==> config.mk <==
export PLATFORM = sky130hd
export DESIGN_NAME = mips_core
export DESIGN_NICKNAME = d
export VERILOG_FILES = /design/src/verilog/mips_pkg.sv /design/src/verilog/alu.sv /design/src/verilog/control_unit.sv /design/src/verilog/data_path.sv /design/src/verilog/memory_cache.sv /design/src/verilog/mips_core.sv
export VERILOG_INCLUDE_DIRS = /design/src /design/src/verilog
export SDC_FILE = /design/constraint.sdc
export NUM_CORES = 2
export LEC_CHECK = 0
export BUFFER_PORTS_ARGS = -buffer_cell sky130_fd_sc_hd__buf_4
export CAP_MARGIN = 20
export CORE_ASPECT_RATIO = 1.75
export CORE_UTILIZATION = 40
export DETAILED_ROUTE_END_ITERATION = 8
export PLACE_DENSITY = 0.52
export RECOVER_POWER = 50
export REMOVE_ABC_BUFFERS = 1
export SYNTH_ARGS = -nofsm -noshare
export SYNTH_HDL_FRONTEND = slang
export SYNTH_SLANG_ARGS = --single-unit
==> constraint.sdc <==
create_clock -name clk -period 32 [get_ports clk]
set_input_delay 3.2 -clock clk [delete_from_list [all_inputs] [get_ports clk]]
set_output_delay 3.2 -clock clk [all_outputs]
set_load 0.05 [all_outputs]
==> src/verilog/mips_macros.svh <==
`ifndef MIPS_MACROS_SVH
`define MIPS_MACROS_SVH

// machine word width, also the width of every address
`define MIPS_XLEN 32

// one-word lines in the data cache
// must be a power of two
`define MIPS_CACHE_LINES 16

// first fetch address after reset
`define MIPS_RESET_PC 32'h0000_0000

// register file depth, fixed by the 5-bit register fields
`define MIPS_NUM_REGS 32

// jal writes its return address here
`define MIPS_LINK_REG 5'd31

`endif

==> src/verilog/mips_pkg.sv <==
`include "mips_macros.svh"

package mips_pkg;

    // primary opcode, inst[31:26]
    typedef enum logic [5:0] {
        op_rtype = 6'h00,
        op_j     = 6'h02,
        op_jal   = 6'h03,
        op_beq   = 6'h04,
        op_bne   = 6'h05,
        op_addi  = 6'h08,
        op_slti  = 6'h0a,
        op_andi  = 6'h0c,
        op_ori   = 6'h0d,
        op_lui   = 6'h0f,
        op_lw    = 6'h23,
        op_sw    = 6'h2b,
        op_halt  = 6'h3f
    } opcode_e;

    // r-type function field, inst[5:0]
    typedef enum logic [5:0] {
        fn_sll  = 6'h00,
        fn_srl  = 6'h02,
        fn_jr   = 6'h08,
        fn_add  = 6'h20,
        fn_sub  = 6'h22,
        fn_and  = 6'h24,
        fn_or   = 6'h25,
        fn_slt  = 6'h2a,
        fn_sltu = 6'h2b
    } funct_e;

    // operations the alu knows
    typedef enum logic [3:0] {
        alu_add,
        alu_sub,
        alu_and,
        alu_or,
        alu_slt,
        alu_sltu,
        alu_sll,
        alu_srl,
        alu_lui
    } alu_op_e;

    // decoded control, one bundle from the control unit to the datapath
    typedef struct packed {
        alu_op_e alu_op;
        logic    alu_src;
        logic    reg_dest;
        logic    mem_or_reg;
        logic    reg_write_enable;
        logic    branch;
        logic    branch_ne;
        logic    jump;
        logic    jump_register;
        logic    link;
        logic    shift_amount;
        logic    zero_extend;
        logic    mem_read;
        logic    mem_write;
        logic    pc_we;
    } ctrl_t;

    // lane 0 is the least significant byte
    typedef logic [3:0][7:0] byte_lanes_t;

    // datapath to cache request
    typedef struct packed {
        logic [`MIPS_XLEN-1:0] addr;
        byte_lanes_t           wdata;
        logic                  read;
        logic                  write;
    } cache_req_t;

endpackage

==> src/verilog/alu.sv <==
`include "mips_macros.svh"

module alu (
    input  mips_pkg::alu_op_e     op,
    input  logic [`MIPS_XLEN-1:0] a,
    input  logic [`MIPS_XLEN-1:0] b,
    input  logic [4:0]            shamt,
    output logic [`MIPS_XLEN-1:0] result,
    output logic                  zero,
    output logic                  negative
);

    always_comb begin
        case (op)
            mips_pkg::alu_add:  result = a + b;
            // also the compare for beq and bne
            mips_pkg::alu_sub:  result = a - b;
            mips_pkg::alu_and:  result = a & b;
            mips_pkg::alu_or:   result = a | b;
            mips_pkg::alu_slt: begin
                // signed compare, result is 0 or 1
                result = '0;
                result[0] = $signed(a) < $signed(b);
            end
            mips_pkg::alu_sltu: begin
                result = '0;
                result[0] = a < b;
            end
            // shifts act on b, which carries rt
            mips_pkg::alu_sll:  result = b << shamt;
            mips_pkg::alu_srl:  result = b >> shamt;
            // immediate into the upper half
            mips_pkg::alu_lui:  result = {b[15:0], 16'h0000};
            default:            result = '0;
        endcase
    end

    // flags
    assign zero = (result == '0);
    assign negative = result[`MIPS_XLEN-1];

endmodule

==> src/verilog/control_unit.sv <==
`include "mips_macros.svh"

module control_unit (
    input  logic                  clk,
    input  logic                  reset,
    input  logic [`MIPS_XLEN-1:0] inst,
    input  logic                  stall,
    output mips_pkg::ctrl_t       ctrl,
    output logic                  halted
);

    mips_pkg::opcode_e opcode;
    mips_pkg::funct_e  funct;
    mips_pkg::ctrl_t   dec;

    assign opcode = mips_pkg::opcode_e'(inst[31:26]);
    assign funct  = mips_pkg::funct_e'(inst[5:0]);

    // raw decode, independent of stall and halt
    always_comb begin
        dec = '0;
        dec.alu_op = mips_pkg::alu_add;
        // unknown opcodes behave as nops
        dec.pc_we = 1'b1;
        case (opcode)
            mips_pkg::op_rtype: begin
                dec.reg_dest = 1'b1;
                dec.reg_write_enable = 1'b1;
                case (funct)
                    mips_pkg::fn_add:  dec.alu_op = mips_pkg::alu_add;
                    mips_pkg::fn_sub:  dec.alu_op = mips_pkg::alu_sub;
                    mips_pkg::fn_and:  dec.alu_op = mips_pkg::alu_and;
                    mips_pkg::fn_or:   dec.alu_op = mips_pkg::alu_or;
                    mips_pkg::fn_slt:  dec.alu_op = mips_pkg::alu_slt;
                    mips_pkg::fn_sltu: dec.alu_op = mips_pkg::alu_sltu;
                    mips_pkg::fn_sll: begin
                        dec.alu_op = mips_pkg::alu_sll;
                        dec.shift_amount = 1'b1;
                    end
                    mips_pkg::fn_srl: begin
                        dec.alu_op = mips_pkg::alu_srl;
                        dec.shift_amount = 1'b1;
                    end
                    mips_pkg::fn_jr: begin
                        dec.jump_register = 1'b1;
                        dec.reg_write_enable = 1'b0;
                    end
                    // unsupported funct, no write
                    default: dec.reg_write_enable = 1'b0;
                endcase
            end
            mips_pkg::op_addi: begin
                dec.alu_src = 1'b1;
                dec.reg_write_enable = 1'b1;
            end
            mips_pkg::op_andi: begin
                dec.alu_op = mips_pkg::alu_and;
                dec.alu_src = 1'b1;
                dec.zero_extend = 1'b1;
                dec.reg_write_enable = 1'b1;
            end
            mips_pkg::op_ori: begin
                dec.alu_op = mips_pkg::alu_or;
                dec.alu_src = 1'b1;
                dec.zero_extend = 1'b1;
                dec.reg_write_enable = 1'b1;
            end
            mips_pkg::op_slti: begin
                dec.alu_op = mips_pkg::alu_slt;
                dec.alu_src = 1'b1;
                dec.reg_write_enable = 1'b1;
            end
            mips_pkg::op_lui: begin
                dec.alu_op = mips_pkg::alu_lui;
                dec.alu_src = 1'b1;
                dec.reg_write_enable = 1'b1;
            end
            mips_pkg::op_lw: begin
                // address is rs + sign extended offset
                dec.alu_src = 1'b1;
                dec.mem_read = 1'b1;
                dec.mem_or_reg = 1'b1;
                dec.reg_write_enable = 1'b1;
            end
            mips_pkg::op_sw: begin
                dec.alu_src = 1'b1;
                dec.mem_write = 1'b1;
            end
            mips_pkg::op_beq: begin
                dec.alu_op = mips_pkg::alu_sub;
                dec.branch = 1'b1;
            end
            mips_pkg::op_bne: begin
                dec.alu_op = mips_pkg::alu_sub;
                dec.branch_ne = 1'b1;
            end
            mips_pkg::op_j:   dec.jump = 1'b1;
            mips_pkg::op_jal: begin
                dec.jump = 1'b1;
                dec.link = 1'b1;
                dec.reg_write_enable = 1'b1;
            end
            // pc parks on the halt word
            mips_pkg::op_halt: dec.pc_we = 1'b0;
            default: ;
        endcase
    end

    // halt is sticky until reset
    always_ff @(posedge clk) begin
        if (reset) begin
            halted <= 1'b0;
        end else if (opcode == mips_pkg::op_halt) begin
            halted <= 1'b1;
        end
    end

    // stall holds pc and blocks the register write
    // halted freezes everything, memory traffic included
    // no memory traffic while reset is held
    always_comb begin
        ctrl = dec;
        ctrl.pc_we = dec.pc_we & ~stall & ~halted;
        ctrl.reg_write_enable = dec.reg_write_enable & ~stall & ~halted;
        ctrl.mem_read = dec.mem_read & ~halted & ~reset;
        ctrl.mem_write = dec.mem_write & ~halted & ~reset;
    end

endmodule

==> src/verilog/data_path.sv <==
`include "mips_macros.svh"

module data_path (
    input  logic                  clk,
    input  logic                  reset,
    input  logic [`MIPS_XLEN-1:0] inst,
    input  mips_pkg::ctrl_t       ctrl,
    input  mips_pkg::byte_lanes_t cache_rdata,
    output logic [`MIPS_XLEN-1:0] inst_addr,
    output mips_pkg::cache_req_t  cache_req
);

    logic [`MIPS_XLEN-1:0] pc_q;
    logic [`MIPS_XLEN-1:0] pc_plus4;
    logic [`MIPS_XLEN-1:0] pc_next;
    logic [`MIPS_XLEN-1:0] regs_q [`MIPS_NUM_REGS];

    logic [4:0]            rs;
    logic [4:0]            rt;
    logic [4:0]            rd;
    logic [`MIPS_XLEN-1:0] rs_val;
    logic [`MIPS_XLEN-1:0] rt_val;
    logic [`MIPS_XLEN-1:0] imm_ext;
    logic [`MIPS_XLEN-1:0] branch_off;

    logic [`MIPS_XLEN-1:0] alu_b;
    logic [4:0]            alu_shamt;
    logic [`MIPS_XLEN-1:0] alu_result;
    logic                  alu_zero;
    logic                  taken;

    logic [4:0]            wb_dest;
    logic [`MIPS_XLEN-1:0] wb_data;

    // instruction fields
    assign rs = inst[25:21];
    assign rt = inst[20:16];
    assign rd = inst[15:11];

    // register 0 is hardwired to zero
    assign rs_val = (rs == 5'd0) ? '0 : regs_q[rs];
    assign rt_val = (rt == 5'd0) ? '0 : regs_q[rt];

    // andi and ori zero extend, everything else sign extends
    assign imm_ext = ctrl.zero_extend ? {{(`MIPS_XLEN-16){1'b0}}, inst[15:0]}
                                      : {{(`MIPS_XLEN-16){inst[15]}}, inst[15:0]};

    // operand b, immediate or rt
    assign alu_b = ctrl.alu_src ? imm_ext : rt_val;
    // sll and srl take the shamt field
    assign alu_shamt = ctrl.shift_amount ? inst[10:6] : rs_val[4:0];

    alu alu_i (
        .op       (ctrl.alu_op),
        .a        (rs_val),
        .b        (alu_b),
        .shamt    (alu_shamt),
        .result   (alu_result),
        .zero     (alu_zero),
        // sign flag is not needed by this instruction subset
        .negative ()
    );

    // next pc
    assign pc_plus4 = pc_q + `MIPS_XLEN'd4;
    assign branch_off = {imm_ext[`MIPS_XLEN-3:0], 2'b00};
    // beq on equal, bne on not equal
    assign taken = (ctrl.branch & alu_zero) | (ctrl.branch_ne & ~alu_zero);

    always_comb begin
        if (ctrl.jump_register) begin
            pc_next = rs_val;
        end else if (ctrl.jump) begin
            // region bits come from pc+4
            pc_next = {pc_plus4[`MIPS_XLEN-1:28], inst[25:0], 2'b00};
        end else if (taken) begin
            pc_next = pc_plus4 + branch_off;
        end else begin
            pc_next = pc_plus4;
        end
    end

    // pc_we already folds in stall and halt
    always_ff @(posedge clk) begin
        if (reset) begin
            pc_q <= `MIPS_RESET_PC;
        end else if (ctrl.pc_we) begin
            pc_q <= pc_next;
        end
    end

    assign inst_addr = pc_q;

    // write back target, r31 for jal
    assign wb_dest = ctrl.link ? `MIPS_LINK_REG : (ctrl.reg_dest ? rd : rt);

    always_comb begin
        if (ctrl.link) begin
            wb_data = pc_plus4;
        end else if (ctrl.mem_or_reg) begin
            wb_data = cache_rdata;
        end else begin
            wb_data = alu_result;
        end
    end

    // registers start at zero so the program sees a known state
    always_ff @(posedge clk) begin
        if (reset) begin
            for (int i = 0; i < `MIPS_NUM_REGS; i++) begin
                regs_q[i] <= '0;
            end
        end else if (ctrl.reg_write_enable && wb_dest != 5'd0) begin
            regs_q[wb_dest] <= wb_data;
        end
    end

    // loads and stores address with rs + offset
    assign cache_req.addr = alu_result;
    assign cache_req.wdata = mips_pkg::byte_lanes_t'(rt_val);
    assign cache_req.read = ctrl.mem_read;
    assign cache_req.write = ctrl.mem_write;

endmodule

==> src/verilog/memory_cache.sv <==
`include "mips_macros.svh"

module memory_cache (
    input  logic                  clk,
    input  logic                  reset,
    input  mips_pkg::cache_req_t  req,
    input  mips_pkg::byte_lanes_t mem_data_out,
    output mips_pkg::byte_lanes_t rdata,
    output logic                  stall,
    output logic [`MIPS_XLEN-1:0] mem_addr,
    output mips_pkg::byte_lanes_t mem_data_in,
    output logic                  mem_write_en
);

    localparam int INDEX_BITS = $clog2(`MIPS_CACHE_LINES);
    localparam int TAG_BITS = `MIPS_XLEN - 2 - INDEX_BITS;

    // lookup serves requests, refill is the cycle after a fill
    typedef enum logic {
        st_lookup,
        st_refill
    } state_e;

    state_e state_q;

    logic [`MIPS_CACHE_LINES-1:0] valid_q;
    logic [TAG_BITS-1:0]          tag_q  [`MIPS_CACHE_LINES];
    mips_pkg::byte_lanes_t        data_q [`MIPS_CACHE_LINES];

    logic [INDEX_BITS-1:0] index;
    logic [TAG_BITS-1:0]   tag;
    logic                  hit;
    logic                  fill;

    // word address split, byte offset dropped
    assign index = req.addr[2 +: INDEX_BITS];
    assign tag = req.addr[`MIPS_XLEN-1 -: TAG_BITS];

    assign hit = valid_q[index] && (tag_q[index] == tag);

    // a read miss fills the line in the same cycle
    // only from lookup, so a load never stalls twice
    assign fill = (state_q == st_lookup) && req.read && !hit;
    assign stall = fill;

    // read port, valid on a hit
    assign rdata = data_q[index];

    // memory port, word aligned
    assign mem_addr = {req.addr[`MIPS_XLEN-1:2], 2'b00};
    assign mem_data_in = req.wdata;
    // write-through, every store goes out
    assign mem_write_en = req.write;

    always_ff @(posedge clk) begin
        if (reset) begin
            state_q <= st_lookup;
        end else if (fill) begin
            state_q <= st_refill;
        end else begin
            state_q <= st_lookup;
        end
    end

    // all lines invalid after reset
    always_ff @(posedge clk) begin
        if (reset) begin
            valid_q <= '0;
        end else if (fill) begin
            valid_q[index] <= 1'b1;
        end
    end

    // line contents
    always_ff @(posedge clk) begin
        if (fill) begin
            // capture the word from memory
            tag_q[index] <= tag;
            data_q[index] <= mem_data_out;
        end else if (req.write && hit) begin
            // store hit keeps the line coherent
            // store miss does not allocate
            data_q[index] <= req.wdata;
        end
    end

endmodule

==> src/verilog/mips_core.sv <==
`include "mips_macros.svh"

module mips_core (
    input  logic                  clk,
    input  logic                  reset,
    input  logic [`MIPS_XLEN-1:0] inst,
    input  mips_pkg::byte_lanes_t mem_data_out,
    output logic [`MIPS_XLEN-1:0] inst_addr,
    output logic [`MIPS_XLEN-1:0] mem_addr,
    output mips_pkg::byte_lanes_t mem_data_in,
    output logic                  mem_write_en,
    output logic                  halted
);

    mips_pkg::ctrl_t       ctrl;
    mips_pkg::cache_req_t  cache_req;
    mips_pkg::byte_lanes_t cache_rdata;
    logic                  stall;

    // pc, registers, alu and next pc
    data_path data_path_i (
        .clk         (clk),
        .reset       (reset),
        .inst        (inst),
        .ctrl        (ctrl),
        .cache_rdata (cache_rdata),
        .inst_addr   (inst_addr),
        .cache_req   (cache_req)
    );

    // decode plus halt and stall gating
    control_unit control_unit_i (
        .clk    (clk),
        .reset  (reset),
        .inst   (inst),
        .stall  (stall),
        .ctrl   (ctrl),
        .halted (halted)
    );

    // data side, write-through to the memory port
    memory_cache memory_cache_i (
        .clk          (clk),
        .reset        (reset),
        .req          (cache_req),
        .mem_data_out (mem_data_out),
        .rdata        (cache_rdata),
        .stall        (stall),
        .mem_addr     (mem_addr),
        .mem_data_in  (mem_data_in),
        .mem_write_en (mem_write_en)
    );

endmodule

=== Word level (Yosys, flattened, before mapping) ===
Memory sizes are Yosys's and may differ from the RTL's.
Cells that the tools add are included.

* Memory bits (writable): 1952
* Logic and storage cells: 137
* Register bits: 50
* Input bits: 66
* Memories: 3

* Multiplexer cells: 49
* Reductions and logical operators: 22
* Shift operators: 2
* Bitwise logic cells: 20
* $add $sub $neg: 4
* Order comparisons: 4
* Equality and inequality tests: 29

{| class="wikitable"
|+ Memories
! name !! words !! width !! read ports !! clocked after memory_dff !! write ports !! line !! RTL
|-
| data_path_i.regs_q || 32 || 32 || 2 || 0 || 32 || data_path.sv:16 || <nowiki>logic [`MIPS_XLEN-1:0] regs_q [`MIPS_NUM_REGS];</nowiki>
|-
| memory_cache_i.data_q || 16 || 32 || 1 || 0 || 1 || memory_cache.sv:28 || <nowiki>mips_pkg::byte_lanes_t data_q [`MIPS_CACHE_LINES];</nowiki>
|-
| memory_cache_i.tag_q || 16 || 26 || 1 || 0 || 1 || memory_cache.sv:27 || <nowiki>logic [TAG_BITS-1:0] tag_q [`MIPS_CACHE_LINES];</nowiki>
|}

{| class="wikitable"
|+ Operators with widths
! cell !! count
|-
| 2-to-1 mux 32 bit || 11
|-
| one-hot mux 32 bit (9 select lines) || 1
|-
| adder 32 bit || 2
|-
| < comparator 32 bit || 2
|-
| equality test 6 bit, second input constant || 9
|-
| equality test 6 x 4 -> 1 bit, second input constant || 6
|-
| adder 32 x 3 -> 32 bit, second input constant || 1
|-
| AND 32 bit || 1
|-
| logical NOT 32 bit || 1
|-
| OR 32 bit || 1
|-
| OR reduction 32 bit || 1
|-
| << shifter 32 x 5 -> 32 bit || 1
|-
| >> shifter 32 x 5 -> 32 bit || 1
|-
| subtractor 32 bit || 1
|-
| 2-to-1 mux 1 bit || 28
|-
| equality test 26 bit || 1
|-
| one-hot mux 4 bit (6 select lines) || 1
|-
| one-hot mux 3 bit (7 select lines) || 1
|-
| 2-to-1 mux 5 bit || 4
|-
| equality test 6 x 2 -> 1 bit, second input constant || 3
|-
| equality test 4 x 3 -> 1 bit, second input constant || 4
|-
| OR 16 bit || 1
|-
| OR reduction 7 bit || 2
|-
| equality test 6 x 3 -> 1 bit, second input constant || 2
|-
| 19 further kinds || 44
|}

=== Logic depth before layout (Yosys ltp) ===
* Depth after elaboration: 21
* Depth in mapped cells: 41

=== Hierarchy ===
Synthesis repeated with hierarchy kept, for this count alone.

* Cells, all modules: 7380
* Area total of the unflattened synthesis: 105438.6 um^2

{| class="wikitable"
|+ Modules (own cells, without submodules)
! module !! instances !! area each (um^2) !! cells an instance
|-
| data_path || 1 || 57370.0 || 4142
|-
| memory_cache || 1 || 38029.0 || 1825
|-
| alu || 1 || 9564.2 || 1344
|-
| control_unit || 1 || 475.5 || 69
|}

=== Worst setup path before layout ===
Ideal clock, no wire load.

* Path kind: input port to flip-flop
* Start: input port inst[21]
* End: memory data_path_i.regs_q[11][0] in the netlist's numbering (enable)
* Arrival time: 14961 ps
* Stages on the path: 38
* Slack: 16569 ps
* Setup time: 470 ps
* Cell sequence: buf_6 > buf_4 > clkbuf_1 > clkbuf_1 > buf_1 > buf_1 > mux4_2 > mux4_2 > mux2i_1 > nor2_1 > inv_1 > ha_1 > clkbuf_1 > inv_1 > a2111o_1 > nor3_1 > nor3_1 > nor2_1 > (+2 left out) > o31a_1 > a21oi_1 > a311oi_1 > o21ai_0 > xor2_1 > o21ai_0 > xnor2_1 > nand3_1 > a2111oi_2 > and4_1 > buf_4 > or2_1 > buf_2 > inv_2 > buf_6 > buf_6 > buf_2 > o31ai_1

{| class="wikitable"
|+ RTL lines
! item !! line !! RTL
|-
| start, declared || mips_core.sv:6 || <nowiki>input logic [`MIPS_XLEN-1:0] inst,</nowiki>
|-
| end, declared || data_path.sv:16 ||
|}

==> results.yml <==
sta:
  grt_setup_unrepaired: "false"
  post-route-period-util_pct: 81.3
  setup_ws_ps: 5990
  finalMaxSlewViolations: 1883
  fin_crit_ps: 26010
  max_freq_mhz: 38.4
  slew_headroom_pct: -165
  skew_ps: 128
  hold_viol: 0
  setup_viol: 0
  worst_pin_slew_ps: 3970
routing:
  avgRoutedWirePerCell_um: 38.3
  drtIter0Drc: 9342
  vias: 82800
  ant_nets: 0
  vias_per_cell: 6.62
  drc: 0
  dr.pass1.iters: 7
  drt-total-wl_um: 479000
outcome:
  status: "finished with violations"
  violations: "max-capacitance violations, max-slew violations"
placement:
  placed_area_um2: 114000
  gp_congestion: 1.01
  place_inst: 12100
  place_hpwl_um: 311000
  post-place-ws_ps: 12980
  numPortBuffers: 161
floorplan:
  die_area_um2: 271000
  coreArea_um2: 267000
  initial_core_util_pct: 40.2
  ios: 164
  dieWidth_um: 394
  fp.dieH_um: 688
  floorplan.rows: 251
clocking:
  clock_sinks: 2002
  cts_buffer_depth: 4
  cts_tree: "built"
  clock_latency_ps: 920
  cts_setup_buffers: 0
  clkTransAtPathRegs_ps: 60
  h-tree-depth: 4
  cts-hold-fix-buffers: 0
  ctsResizeCount: 0
  cts_made_buffers: 195
  root_buffer: "clkbuf_16"
flow_run:
  maxCapViolCount: 75
pwr:
  p_int_uw: 5020
  seq_power_share_pct: 36.6
  swShare_pct: 39.9
  p_comb_share_pct: 36.1
  p_leak_uw: 0.0412
  power-per-cell-area_nw_per_um2: 70.2
  finalPower_uw: 8340
  clock_power_share_pct: 27.3
  ir_worst_vdd_uv: 59.3
  p_sw_uw: 3320
finish:
  drive_above_1_share_pct: 14.4
  syn_to_final_growth_pct: 10.5
  final_core_util_pct: 44.5
  fin_area_um2: 119000
  final_cells: 12500
  layout_common_cells: "edfxtp_1, nand2_1, mux2i_1"
  nets: 8976
  layout_commonest_cell: "edfxtp_1"
yosys:
  syn_area_um2: 108000
  ys_ff_latch: 2002
  synth_top_family_by_area: "multiplexers"
  synth.distinct_cells: 95
  yosys_warnings: 0
  synthArstFlopShare_pct: 0
  synth_adder_area_share_pct: 1.54
  syn_area_per_cell_um2: 12.1
  yosys.area_share.simple_pct: 14.1
  ys_seq_area_share_pct: 55.4
  synth_compound_area_share_pct: 8.93
  synth_flop_cell: "edfxtp_1"
  synth_xor_area_share_pct: 0.863
  synth_mux_area_share_pct: 15.0
  synth_edf_count: 1952
  synth_cells: 8897
global_routing:
  grt_pass1_vias: 81600
  grt_antenna_before_repair: 36
  grt_start_max_net_pins: 142
  grt_pass1_wl_um: 657000
  gr-total-overflow: 0
  grtUsageTotal_pct: 34.6
hold_path:
  min_path_type: "reg -> reg"
critical_path:
  critPathRequiredTime_ps: 32500
  crit_type: "in -> reg"
  crit_path_max_fanout: 52
  endpoint_kind: "flop"
  start_kind: "input port"
  critical_path_arrival_ps: 26510
==> through the flow <==
stage           TNS, ps  hold slack, ps
2_1_floorplan  -6538900             434
3_3_place_gp          0             443
3_5_place_dp          0             446
4_1_cts               0             456
5_1_grt               0             478
6_report              0             458
==> flip-flops by register name (all words and copies together), names as in the netlist <==
register                flops
control_unit_i.halted       1
data_path_i.inst_addr      32
data_path_i.regs_q       1024
memory_cache_i.data_q     512
memory_cache_i.state_q      1
memory_cache_i.tag_q      416
memory_cache_i.valid_q     16
==> layer usage <==
| layer | up-vias | wire [um] | track usage (%) |
|---|---|---|---|
| met2 | 4590 | 227000 | 57.2 |
| li1 | 34200 | - | - |
| met5 | - | 208 | 0 |
| met1 | 42300 | 161000 | 37.8 |
| met4 | 32 | 50600 | 30.0 |
| met3 | 1659 | 39900 | 7.17 |
==> final cells by class <==
cell class | instances | area, um2
fill | 24500 | 148000
inverter | 125 | 492
tap | 3542 | 4430
antenna | 27 | 67.6
sequential | 2002 | 59600
clock inverter | 108 | 893
clock buffer | 239 | 5100
multi-input combinational | 5908 | 44500
timing repair buffer | 547 | 3790
==> synth_stat cells, types with 44 or more instances <==
master    instances  area, um2
a21oi_1         271       1360
edfxtp_1       1952      58600
buf_1            69        259
nor3_1          186        931
o21ai_0         146        731
clkbuf_1        555       2080
nand4_1          83        519
nor2_1          674       2530
nand3_1         246       1230
buf_4            44        330
buf_2           202       1010
a311oi_1        117       1020
mux4_2          354       7970
and2_1           68        425
nor4_2           76        951
mux2i_1         738       7390
nand2_1        1079       4050
inv_1           120        450
nor4_1          475       2970
mux2_2           66        743
a211oi_1         88        661
and3_1          109        682
ha_1            128       1600
a22oi_1         233       1750
xnor2_1          70        613
dfxtp_1          50       1000
a31oi_1          75        469
==> critical path, cell delays in order <==
cell and delay (ps):
clkbuf_1 2310, nor2b_1 1900, clkbuf_1 2730, a22oi_1 410, a21oi_1 550, nor4_1 170
a31oi_1 230, clkbuf_1 680, mux2i_1 440, mux2i_1 810, o22ai_1 240, a2111oi_2 580
and2_0 2450, inv_6 770, buf_4 620, nand3_1 160, nand4_1 130, nand4_1 240
nand4_1 340, nor4_1 730, and4_1 460, and4_1 230, buf_4 280, o211ai_1 140
clkbuf_1 1210, o21ai_0 3370, buf_4 820
==> power groups by stage <==
| stage | clock [uW] | sequential, uW | combinational (uW) |
|---|---|---|---|
| after floorplan | 0 | 3110 | 1750 |
| after global placement | 0 | 3100 | 2970 |
| after detailed placement | 0 | 3100 | 2980 |
| after CTS | 2300 | 3050 | 2990 |
| after global routing | 2380 | 3060 | 3120 |
| final | 2280 | 3050 | 3010 |
==> cell families (layout without fill, tap and decap cells) <==
group / count (synthesis) / count (layout)
buffers and inverters: 1020 / 1019
and+or+nand+nor: 3118 / 3118
DFF: 2002 / 2002
adders and majority gates: 131 / 131
other: 1 / 61
AOI/OAI and AO/OA: 1359 / 1359
xor gates and xnor gates: 106 / 106
muxes: 1160 / 1160
==> final timing paths <==
kind	startpoint	to	slack (ps)	cells past startpoint
max reg2reg	data_path_i.regs_q[27][0]	data_path_i.regs_q[30][10]	14800	25
min	memory_cache_i.valid_q[1]	memory_cache_i.valid_q[1]	460	2
max	inst[17]	data_path_i.regs_q[30][10]	5990	27
min reg2reg	memory_cache_i.valid_q[1]	memory_cache_i.valid_q[1]	460	2
No activity file was read; power rests on OpenSTA's default activity.
